[src/design/fir_bus_pkg.sv]
package fir_bus_pkg;

	// Register bus geometry
	localparam int BUS_AW    = 8;  // Word address width
	localparam int BUS_DW    = 32; // Data width
	localparam int BYTE_W    = 8;  // Width of one byte lane
	localparam int BUS_BYTES = BUS_DW / BYTE_W;

	// Host request, one word per transfer
	typedef struct packed {
		logic [BUS_AW-1:0]    addr;  // Word address
		logic                 we;    // 1 = write, 0 = read
		logic [BUS_DW-1:0]    wdata;
		logic [BUS_BYTES-1:0] wmask; // One bit per byte lane
	} bus_req_t;

	// Response to the host
	typedef struct packed {
		logic [BUS_DW-1:0] rdata;
		logic              err;   // Address out of range
	} bus_rsp_t;

endpackage

[src/design/fir_dsp_pkg.sv]
package fir_dsp_pkg;

	// Filter geometry
	localparam int NUM_TAPS = 8;
	localparam int COEFF_AW = $clog2(NUM_TAPS);

	// Datapath widths
	localparam int COEFF_W   = 16;
	localparam int SAMPLE_W  = 16;
	localparam int ACC_W     = 40; // Headroom for the sum of all products
	localparam int FRAC_BITS = 14; // Coefficients are Q1.14

	typedef logic signed [COEFF_W-1:0]  coeff_t;
	typedef logic signed [SAMPLE_W-1:0] sample_t;
	typedef logic signed [ACC_W-1:0]    acc_t;

	// Half an output LSB, added before the final shift
	localparam acc_t ROUND_HALF = acc_t'(1) <<< (FRAC_BITS - 1);

	// Clamp limits of the output sample
	localparam acc_t SAT_MAX = acc_t'(2 ** (SAMPLE_W - 1) - 1);
	localparam acc_t SAT_MIN = -acc_t'(2 ** (SAMPLE_W - 1));

endpackage

[src/design/coeff_bus_adapter.sv]
module coeff_bus_adapter (
	input  logic                             clk_i,
	input  logic                             rst_ni,
	// Host request
	input  logic                             bus_req_valid_i,
	output logic                             bus_req_ready_o,
	input  fir_bus_pkg::bus_req_t            bus_req_i,
	// Host response
	output logic                             bus_rsp_valid_o,
	input  logic                             bus_rsp_ready_i,
	output fir_bus_pkg::bus_rsp_t            bus_rsp_o,
	// Coefficient memory, bus side
	output logic                             mem_req_o,
	output logic                             mem_we_o,
	output logic [fir_dsp_pkg::COEFF_AW-1:0] mem_addr_o,
	output fir_dsp_pkg::coeff_t              mem_wdata_o,
	output logic [1:0]                       mem_wmask_o,
	input  fir_dsp_pkg::coeff_t              mem_rdata_i
);
	import fir_bus_pkg::*;
	import fir_dsp_pkg::*;

	logic req_hs;
	logic rsp_hs;
	logic in_range;
	logic pending_q; // Response waiting for the host
	logic err_q;
	logic rd_q;      // Pending response carries memory read data

	assign req_hs   = bus_req_valid_i && bus_req_ready_o;
	assign rsp_hs   = bus_rsp_valid_o && bus_rsp_ready_i;
	assign in_range = (bus_req_i.addr < BUS_AW'(NUM_TAPS));

	// Only one request in flight
	assign bus_req_ready_o = !pending_q;
	assign bus_rsp_valid_o = pending_q;

	// Out-of-range requests never reach the memory
	assign mem_req_o   = req_hs && in_range;
	assign mem_we_o    = bus_req_i.we;
	assign mem_addr_o  = bus_req_i.addr[COEFF_AW-1:0];
	assign mem_wdata_o = bus_req_i.wdata[COEFF_W-1:0]; // Upper half is ignored
	assign mem_wmask_o = bus_req_i.wmask[1:0];

	always_ff @(posedge clk_i or negedge rst_ni) begin
		if (!rst_ni) begin
			pending_q <= 1'b0;
			err_q     <= 1'b0;
			rd_q      <= 1'b0;
		end else if (req_hs) begin
			pending_q <= 1'b1;
			err_q     <= !in_range;
			rd_q      <= in_range && !bus_req_i.we;
		end else if (rsp_hs) begin
			pending_q <= 1'b0;
		end
	end

	// Memory holds its read register until the next strobe, so the data stays put
	always_comb begin
		bus_rsp_o.err   = err_q;
		bus_rsp_o.rdata = '0; // Writes and errors answer with zero
		if (rd_q) begin
			bus_rsp_o.rdata = {{(BUS_DW - COEFF_W){1'b0}}, mem_rdata_i};
		end
	end

	// A stalled response must not change before the host takes it
	rsp_stable_a: assert property (@(posedge clk_i) disable iff (!rst_ni)
		bus_rsp_valid_o && !bus_rsp_ready_i |=> bus_rsp_valid_o && $stable(bus_rsp_o))
		else $error("bus response changed under back-pressure");

endmodule

[src/design/coeff_dpram.sv]
module coeff_dpram (
	input  logic                             clk_i,
	input  logic                             rst_ni,
	// Bus port
	input  logic                             req_i,
	input  logic                             we_i,
	input  logic [fir_dsp_pkg::COEFF_AW-1:0] addr_i,
	input  fir_dsp_pkg::coeff_t              wdata_i,
	input  logic [1:0]                       wmask_i,
	output fir_dsp_pkg::coeff_t              rdata_o,
	// Coefficient read port
	input  logic                             coef_en_i,
	input  logic [fir_dsp_pkg::COEFF_AW-1:0] coef_addr_i,
	output fir_dsp_pkg::coeff_t              coef_o
);
	import fir_bus_pkg::*;
	import fir_dsp_pkg::*;

	coeff_t mem_q [NUM_TAPS];
	coeff_t wr_word; // Stored word after the masked write
	coeff_t rdata_q;
	coeff_t coef_q;
	logic   wr_en;

	assign wr_en = req_i && we_i;

	// Merge the enabled byte lanes into the current word
	always_comb begin
		wr_word = mem_q[addr_i];
		for (int b = 0; b < COEFF_W / BYTE_W; b++) begin
			if (wmask_i[b]) wr_word[b*BYTE_W +: BYTE_W] = wdata_i[b*BYTE_W +: BYTE_W];
		end
	end

	always_ff @(posedge clk_i or negedge rst_ni) begin
		if (!rst_ni) begin
			mem_q <= '{default: '0}; // Unloaded taps read as zero
		end else if (wr_en) begin
			mem_q[addr_i] <= wr_word;
		end
	end

	// Bus read, held until the next strobe
	always_ff @(posedge clk_i) begin
		if (req_i) rdata_q <= mem_q[addr_i];
	end

	// Coefficient read with forwarding of a same-cycle bus write
	always_ff @(posedge clk_i) begin
		if (coef_en_i) begin
			if (wr_en && (addr_i == coef_addr_i)) begin
				coef_q <= wr_word;
			end else begin
				coef_q <= mem_q[coef_addr_i];
			end
		end
	end

	assign rdata_o = rdata_q;
	assign coef_o  = coef_q;

	// An unknown address would touch an undefined tap
	addr_known_a: assert property (@(posedge clk_i) disable iff (!rst_ni)
		(req_i |-> !$isunknown(addr_i)) and (coef_en_i |-> !$isunknown(coef_addr_i)))
		else $error("coefficient memory address unknown");

endmodule

[src/design/fir_mac_engine.sv]
module fir_mac_engine (
	input  logic                             clk_i,
	input  logic                             rst_ni,
	// Sample input
	input  logic                             in_valid_i,
	output logic                             in_ready_o,
	input  fir_dsp_pkg::sample_t             in_sample_i,
	// Filtered output
	output logic                             out_valid_o,
	input  logic                             out_ready_i,
	output fir_dsp_pkg::sample_t             out_sample_o,
	// Coefficient read port
	output logic                             coef_en_o,
	output logic [fir_dsp_pkg::COEFF_AW-1:0] coef_addr_o,
	input  fir_dsp_pkg::coeff_t              coef_i
);
	import fir_dsp_pkg::*;

	typedef enum logic [1:0] {
		S_IDLE, // Waiting for a sample
		S_ADDR, // Issuing coefficient addresses
		S_LAST, // Last coefficient in flight
		S_OUT   // Result held for the consumer
	} state_e;

	state_e  state_q;
	logic    [COEFF_AW-1:0] addr_q;
	logic    [COEFF_AW-1:0] tap_q;  // Tap of the coefficient now on coef_i
	logic    data_vld_q;
	sample_t delay_q [NUM_TAPS];    // Index 0 holds the newest sample
	acc_t    acc_q;
	acc_t    acc_nxt;
	acc_t    rnd;
	acc_t    shifted;
	sample_t sat_res;
	sample_t out_sample_q;
	logic    in_hs;
	logic    signed [COEFF_W+SAMPLE_W-1:0] prod;

	assign in_ready_o   = (state_q == S_IDLE);
	assign in_hs        = in_valid_i && in_ready_o;
	assign out_valid_o  = (state_q == S_OUT);
	assign out_sample_o = out_sample_q;
	assign coef_en_o    = (state_q == S_ADDR);
	assign coef_addr_o  = addr_q;

	// One product per returned coefficient
	assign prod    = coef_i * delay_q[tap_q];
	assign acc_nxt = acc_q + acc_t'(prod);

	// Round half up, drop the fraction, clamp to the sample range
	always_comb begin
		rnd     = acc_nxt + ROUND_HALF;
		shifted = rnd >>> FRAC_BITS;
		if (shifted > SAT_MAX) begin
			sat_res = sample_t'(SAT_MAX);
		end else if (shifted < SAT_MIN) begin
			sat_res = sample_t'(SAT_MIN);
		end else begin
			sat_res = sample_t'(shifted);
		end
	end

	always_ff @(posedge clk_i or negedge rst_ni) begin
		if (!rst_ni) begin
			state_q    <= S_IDLE;
			addr_q     <= '0;
			data_vld_q <= 1'b0;
			delay_q    <= '{default: '0};
		end else begin
			data_vld_q <= coef_en_o;
			case (state_q)
				S_IDLE: begin
					if (in_hs) begin
						delay_q[0] <= in_sample_i;
						for (int i = 1; i < NUM_TAPS; i++) delay_q[i] <= delay_q[i-1];
						addr_q  <= '0;
						state_q <= S_ADDR;
					end
				end
				S_ADDR: begin
					addr_q <= addr_q + 1'b1;
					if (addr_q == COEFF_AW'(NUM_TAPS - 1)) state_q <= S_LAST;
				end
				S_LAST: state_q <= S_OUT;
				S_OUT: begin
					if (out_ready_i) state_q <= S_IDLE;
				end
				default: state_q <= S_IDLE;
			endcase
		end
	end

	// Accumulator and result
	always_ff @(posedge clk_i) begin
		tap_q <= coef_addr_o;
		if (in_hs) begin
			acc_q <= '0;
		end else if (data_vld_q) begin
			acc_q <= acc_nxt;
		end
		if (state_q == S_LAST) out_sample_q <= sat_res; // Last product folded in here
	end

	out_stable_a: assert property (@(posedge clk_i) disable iff (!rst_ni)
		out_valid_o && !out_ready_i |=> out_valid_o && $stable(out_sample_o))
		else $error("filter output changed under back-pressure");

endmodule

[src/design/fir_accel_top.sv]
module fir_accel_top (
	input  logic                  clk_i,
	input  logic                  rst_ni,
	// Coefficient register bus
	input  logic                  bus_req_valid_i,
	output logic                  bus_req_ready_o,
	input  fir_bus_pkg::bus_req_t bus_req_i,
	output logic                  bus_rsp_valid_o,
	input  logic                  bus_rsp_ready_i,
	output fir_bus_pkg::bus_rsp_t bus_rsp_o,
	// Sample stream
	input  logic                  in_valid_i,
	output logic                  in_ready_o,
	input  fir_dsp_pkg::sample_t  in_sample_i,
	output logic                  out_valid_o,
	input  logic                  out_ready_i,
	output fir_dsp_pkg::sample_t  out_sample_o
);
	import fir_dsp_pkg::*;

	// Bus side of the coefficient memory
	logic                mem_req;
	logic                mem_we;
	logic [COEFF_AW-1:0] mem_addr;
	coeff_t              mem_wdata;
	logic [1:0]          mem_wmask;
	coeff_t              mem_rdata;

	// Filter side of the coefficient memory
	logic                coef_en;
	logic [COEFF_AW-1:0] coef_addr;
	coeff_t              coef;

	coeff_bus_adapter coeff_bus_adapter_i (
		.clk_i, .rst_ni,
		.bus_req_valid_i, .bus_req_ready_o, .bus_req_i,
		.bus_rsp_valid_o, .bus_rsp_ready_i, .bus_rsp_o,
		.mem_req_o(mem_req), .mem_we_o(mem_we), .mem_addr_o(mem_addr),
		.mem_wdata_o(mem_wdata), .mem_wmask_o(mem_wmask), .mem_rdata_i(mem_rdata)
	);

	coeff_dpram coeff_dpram_i (
		.clk_i, .rst_ni,
		.req_i(mem_req), .we_i(mem_we), .addr_i(mem_addr),
		.wdata_i(mem_wdata), .wmask_i(mem_wmask), .rdata_o(mem_rdata),
		.coef_en_i(coef_en), .coef_addr_i(coef_addr), .coef_o(coef)
	);

	fir_mac_engine fir_mac_engine_i (
		.clk_i, .rst_ni,
		.in_valid_i, .in_ready_o, .in_sample_i,
		.out_valid_o, .out_ready_i, .out_sample_o,
		.coef_en_o(coef_en), .coef_addr_o(coef_addr), .coef_i(coef)
	);

endmodule

[config.mk]
export PLATFORM = sky130hd
export DESIGN_NAME = fir_accel_top
export DESIGN_NICKNAME = d
export VERILOG_FILES = /design/src/design/fir_bus_pkg.sv /design/src/design/fir_dsp_pkg.sv /design/src/design/coeff_bus_adapter.sv /design/src/design/coeff_dpram.sv /design/src/design/fir_mac_engine.sv /design/src/design/fir_accel_top.sv
export SDC_FILE = /design/constraint.sdc
export NUM_CORES = 2
export LEC_CHECK = 0
export ABC_AREA = 1
export BUFFER_PORTS_ARGS = -buffer_cell sky130_fd_sc_hd__buf_2
export CAP_MARGIN = 15
export CELL_PAD_IN_SITES_DETAIL_PLACEMENT = 1
export CELL_PAD_IN_SITES_GLOBAL_PLACEMENT = 1
export CORE_MARGIN = 4
export CORE_UTILIZATION = 45
export CTS_BUF_LIST = sky130_fd_sc_hd__clkbuf_2
export CTS_CLUSTER_DIAMETER = 150
export DETAILED_ROUTE_END_ITERATION = 8
export PLACE_DENSITY = 0.75
export REMOVE_ABC_BUFFERS = 1
export SLEW_MARGIN = 20
export SYNTH_ARGS = -nofsm -noshare
export SYNTH_HDL_FRONTEND = slang
export SYNTH_HIERARCHICAL = 1
export SYNTH_SLANG_ARGS = --single-unit
[constraint.sdc]
create_clock -name clk_i -period 9.3 [get_ports clk_i]
set_input_delay 0.465 -clock clk_i [delete_from_list [all_inputs] [get_ports clk_i]]
set_output_delay 0.465 -clock clk_i [all_outputs]
set_load 0.02 [all_outputs]
### After elaboration in Yosys (flattened, before gate mapping)

Cells that the tools add are included.

| operators by class | value |
|---|---|
| eq/ne operators | 8 |
| add/subtract/negate cells | 3 |
| $lt $le $gt $ge | 7 |
| reduce and logical (&&, ||, !) cells | 17 |
| muxes and demuxes | 25 |
| multipliers | 1 |
| bitwise operators | 3 |

Operators by type and width:

| cell | number |
|---|---|
| 16-bit two-way mux | 10 |
| 16-bit binary-select mux with 3-bit select | 3 |
| 128-bit bitwise mux | 1 |
| 16-bit demux with 3-bit select | 1 |
| 40-bit by 15-bit adder with 40-bit output (second input constant) | 1 |
| 40-bit by 32-bit adder with 40-bit output | 1 |
| 16-bit by 16-bit multiplier with 32-bit output | 1 |
| 26-bit by 16-bit greater-than comparator with 1-bit output (second input constant) | 1 |
| 26-bit by 16-bit less-than comparator with 1-bit output (second input constant) | 1 |
| 8-bit two-way mux | 2 |
| 4-bit >= comparator (second input constant) | 3 |
| 3-bit NOT with 4-bit output | 3 |
| 1-bit logical AND | 8 |
| 8-bit by 4-bit less-than comparator with 1-bit output (second input constant) | 1 |
| 2-bit case mux with 4 select lines | 1 |
| 2-bit two-way mux | 3 |
| 3-bit case mux with 2 select lines | 1 |
| 2-bit == test (second input constant) | 2 |
| 4-bit by 1-bit less-than comparator with 1-bit output (second input constant) | 1 |
| 2-bit != test (second input constant) | 2 |
| 2-bit AND reduction | 2 |
| 2-bit nonzero test | 2 |
| 3-bit by 1-bit adder with 3-bit output (second input constant) | 1 |
| 3-bit == test | 1 |
| 8 further kinds | 11 |

| storage, ports and cells | value |
|---|---|
| output and inout bits | 53 |
| word-level logic and storage cells | 91 |
| input bits | 67 |
| register bits after elaboration | 356 |

### Depth between registers and ports, before layout

| depth | value |
|---|---|
| depth after elaboration | 9 |
| depth in mapped cells | 47 |
| depth with buffers taken out | 43 |

### By module

Netlist, hierarchy kept.

By module, submodules not included:

| module | cells an instance | instances | area an instance (um^2) | sequential area each (um^2) |
|---|---|---|---|---|
| fir_mac_engine | 2917 | 1 | 22422.8 | 4694.5 |
| coeff_dpram | 1274 | 1 | 9112.5 | 4164.0 |
| coeff_bus_adapter | 95 | 1 | 608.1 | 75.1 |

### Worst setup path before layout

OpenSTA, ideal clock, no wires.

| path | value |
|---|---|
| path kind | reg-to-reg |
| start | register fir_mac_engine_i.tap_q[0] |
| end | register fir_mac_engine_i.out_sample_q[10] (netlist: fir_mac_engine_i/out_sample_o[10]), data pin |
| clock period less this slack | 7.691 ns |
| setup slack | 1.609 ns |
| data arrival time | 7.439 ns |
| path buffers | 3 |
| setup time | 0.252 ns |
| cell stages (with the launch flop) | 42 |
| required time | 9.048 ns |
| path through | dfxtp_1 -> clkbuf_1 -> clkbuf_1 -> a21oi_1 -> o21ai_0 -> nand3_1 -> nand2_1 -> nor2_1 -> fa_1 -> inv_1 -> fa_1 -> inv_1 -> fa_1 -> inv_1 -> fa_1 -> inv_1 -> fa_1 -> inv_1 -> [... 6 more ...] -> nand2_1 -> a21oi_1 -> nand2_1 -> nand2_1 -> nand2_1 -> nor2_1 -> nand2_1 -> nor2_1 -> nand3_1 -> nand2_1 -> nand2_1 -> nor2_1 -> nand2_1 -> nor2_1 -> nand3_1 -> nand2_2 -> buf_6 -> nand2_1 |

| on the way | value |
|---|---|
| longest elaborated chain between the ends | 9 |
| elaborated cells between the ends (all ways) | 10 |
| classes of those cells | add/sub: 2; mul: 1; order compare: 2; mux: 4; bitwise: 1 |

RTL lines:

| item | RTL line | RTL |
|---|---|---|
| start: declaration | fir_mac_engine.sv:28 | `logic [COEFF_AW-1:0] tap_q;` |
| start signal: assignment | fir_mac_engine.sv:96 | `tap_q <= coef_addr_o;` |
| 3-bit NOT with 4-bit output (not written as such) (*) | fir_mac_engine.sv:48 | `assign prod = coef_i * delay_q[tap_q];` |
| 16-bit binary-select mux with 3-bit select (*) | fir_mac_engine.sv:48 |  |
| 16-bit two-way mux (not written as such) (*) (2 in series) | fir_mac_engine.sv:48 |  |
| 16-bit by 16-bit multiplier with 32-bit output (*) | fir_mac_engine.sv:48 |  |
| 40-bit by 32-bit adder with 40-bit output (*) | fir_mac_engine.sv:49 | `assign acc_nxt = acc_q + acc_t'(prod);` |
| 40-bit by 15-bit adder with 40-bit output (*) | fir_mac_engine.sv:53 | `rnd = acc_nxt + ROUND_HALF;` |
| 26-bit by 16-bit less-than comparator with 1-bit output | fir_mac_engine.sv:57 | `end else if (shifted < SAT_MIN) begin` |
| 16-bit two-way mux | fir_mac_engine.sv:57 |  |
| end signal: assignment | fir_mac_engine.sv:102 | `if (state_q == S_LAST) out_sample_q <= sat_res;` |
| end: declaration | fir_mac_engine.sv:36 | `sample_t out_sample_q;` |

Mark *: on every way between the ends. The rest lies on a longest branch, timed or not. The select of a mux whose other input is x is not followed.
A chain may end at the register's enable or synchronous reset.

### Worst setup path in the final report

| path | value |
|---|---|
| start | register fir_mac_engine_i.tap_q[0] |
| end | register fir_mac_engine_i.out_sample_q[1] (netlist: fir_mac_engine_i/out_sample_o[1]), data pin |

The elaborated chain is that of the path after synthesis.

==> flow_summary_export.csv <==
group,metric,value,unit
route,drtPass1Iterations,5,
critical_path,start_kind,"flop",
sta,slew_viol_final,0,
sta,fin_worst_skew,0.125,ns
logic_synthesis,yosys_warnings,6,
die,io_pins,120,
sta,finalSetupTns,0,ns
clock_tree,cts.sinks,356,
sta,slew_headroom,0.262,
logic_synthesis,syn-cell-area,0.0321,mm²
sta,fin_crit_sh,0.923,
finish,fin_util,0.492,
die,die_area,0.0758,mm²
logic_synthesis,async_flop_share,0.744,
grt,gr-total-overflow,0,
clock_tree,path_clk_slew,0.09,ns
grt,grt_start_max_net_pins,103,
grt,grt_pass1_wl,164000,µm
logic_synthesis,synthesis.instances,4286,
sta,hold_violations,0,
logic_synthesis,ys_seq_elements,356,
grt,grt_pass1_vias,30300,
finish,drive_above_1_share,0.0949,
route,ant_nets,0,
clock_tree,clock_latency,1.19,ns
clock_tree,cts.htree.levels,3,
route,drt_iter0_markers,1381,
sta,rsz0062_at_grt,"false",
route,num_vias,27800,
place,port-buffer-count,85,
logic_synthesis,synth_edf_count,48,
clock_tree,cts_tree,"built",
critical_path,cpMaxStageDelayCell,"fa_1",
sta,fmax,116,MHz
route,postRouteWirelength,102000,µm
critical_path,critical_path_class,"flop to flop",
critical_path,worstSetupEndpointType,"flop",
die,dieHeight,275,µm
die,initial_utilization,0.457,
route,viasPerCell,5.16,
logic_synthesis,yosysSeqAreaShare,0.278,
logic_synthesis,synthDistinctLibCells,42,
sta,holdWs,0.124,ns
sta,report.final.setup_viol,0,
die,fp.dieW,275,µm
clock_tree,cts_buffers,103,
clock_tree,cts_buffer_depth,3,
status,status,"finished, final reports clean",
min_path,whs_path_depth,4,
place,gp_congestion,0.870,
die,rows,97,
sta,post-route-min-period,8.59,ns
clock_tree,cts_root_buf,"clkbuf_2",
critical_path,crit_required,10.21,ns
clock_tree,post-cts-setup-buffers,0,
critical_path,path_max_fanout,64,
critical_path,max_stage_delay,0.69,ns
finish,area_delta_synth_final,7.85,%
grt,grt.total_usage,0.274,
logic_synthesis,syn_area_per_cell,7.50,µm²
die,core-area,0.0704,mm²
route,drc,0,
logic_synthesis,yosys_most_used_dff,"dfrtp_1",
critical_path,cp.arrival,9.50,ns
grt,grt_antenna_before_repair,2,
sta,fin_ws,0.713,ns
sta,worstMarginPinSlew,1.11,ns
run,drv_cap,0,
min_path,hp-class,"input port to flop",
route,wl_per_cell,18.9,µm
place,place_ws,0.439,ns
critical_path,worst-r2r-cell-count,39,
place,dpl.hpwl,73000,µm
finish,fin_nets,4892,
critical_path,cpMostUsedCell,"nand2_1",
[Yosys cell counts (3+ instances only)]
library cell	n	area, µm²
nand3_2	19	190
a31oi_1	3	18.8
nand4_1	27	169
fa_1	330	6610
nor2_4	5	56.3
xor2_1	22	193
inv_1	754	2830
ha_1	122	1530
nor3_1	7	35.0
o211ai_1	56	420
or2_2	16	100
clkbuf_1	99	372
clkinv_1	10	37.5
xnor2_1	13	114
a21oi_1	94	470
nand3_1	248	1240
dfrtp_1	265	6630
inv_2	19	71.3
edfxtp_1	48	1440
buf_2	26	130
nor4_4	3	63.8
o21ai_0	288	1440
nor2_1	334	1250
nand2_2	15	93.8
buf_4	48	360
nor2_2	25	156
buf_6	9	101
buf_1	40	150
dfxtp_1	43	861
nand2_1	1280	4800
[critical path, delay by kind of cell, from the launching register on]
kind            cells  cell delay, ns
fa+ha+maj           7            3.81
simple gates       19            2.23
buf+inv             8            1.11
compound gates      5            0.75
flops               1            0.38
[sequential cells by signal (all words and copies together) (netlist names), 2 cells and up]
register                       flops
fir_mac_engine_i/state_q           2
coeff_dpram_i/rdata_o             16
coeff_dpram_i/mem_q              128
fir_mac_engine_i/delay_q         128
fir_mac_engine_i/coef_addr_o       3
fir_mac_engine_i/acc_q            40
coeff_dpram_i/coef_o              16
fir_mac_engine_i/out_sample_o     16
fir_mac_engine_i/tap_q             3
[worst paths after layout]
check | to | slack, ns | startpoint
setup / recovery | fir_mac_engine_i/out_sample_o[1] | 0.71 | fir_mac_engine_i/tap_q[0]
hold / removal | fir_mac_engine_i/delay_q[120] | 0.12 | in_sample_i[8]
setup reg to reg | fir_mac_engine_i/out_sample_o[1] | 0.71 | fir_mac_engine_i/tap_q[0]
hold reg to reg | fir_mac_engine_i/delay_q[58] | 0.43 | fir_mac_engine_i/delay_q[74]
max in group asynchronous | fir_mac_engine_i/delay_q[32] | 7.38 | rst_ni
min in group asynchronous | coeff_dpram_i/mem_q[34] | 0.44 | rst_ni
[what timing repair did]
action / 4_1_cts / 5_1_grt
resized for setup: 0 / 8
hold buffers: 62 / 0
hold endpoints to repair: 340 / 0
endpoints found under the setup margin: 0 / 15
[cells in the final DEF, fill, tap and decap left out, types with 48 or more instances in the layout]
| cell | Yosys | final |
|---|---|---|
| a21oi_1 | 94 | 94 |
| buf_2 | 26 | 84 |
| clkbuf_2 | 0 | 161 |
| dfrtp_1 | 265 | 262 |
| dlygate4sd3_1 | 0 | 61 |
| edfxtp_1 | 48 | 48 |
| fa_1 | 330 | 328 |
| ha_1 | 122 | 122 |
| inv_1 | 754 | 753 |
| nand2_1 | 1280 | 1279 |
| nand3_1 | 248 | 248 |
| nor2_1 | 334 | 333 |
| o211ai_1 | 56 | 56 |
| o21ai_0 | 288 | 288 |
[cells by family after synthesis]
group / count (synthesis) / synth area share
simple gates: 1989 / 0.257
flops: 356 / 0.278
fa+ha+maj: 452 / 0.253
compound gates: 443 / 0.0736
other cells: 1 / 0.000117
buf+inv: 1006 / 0.126
xor+xnor: 39 / 0.0116
[metal layers]
metal | share of wire | track usage
met1 | 0.43 | 0.350
met2 | 0.49 | 0.477
met3 | 0.051 | 0.0434
met4 | 0.031 | 0.0931
met5 | 0 | 0
[cell type report]
type | instances | area [µm²]
well taps | 940 | 1180
diodes | 1 | 2.50
flip-flops and latches | 356 | 8940
fillers | 9023 | 35700
clock inverters | 27 | 170
clock buffers | 161 | 806
multi-input cells | 2939 | 19200
inverters | 784 | 2950
repair buffers | 189 | 1400
[stage by stage]
step / std cells / area [µm²]
finish: 5397 / 34700
global route: 5397 / 34700
CTS: 5396 / 34600
detailed placement: 5146 / 33000
global placement: 5146 / 33000
floorplan: 4079 / 31100
Power is not shown: default switching activity piles up to over one toggle a cycle in this logic, so the estimate is an artifact.
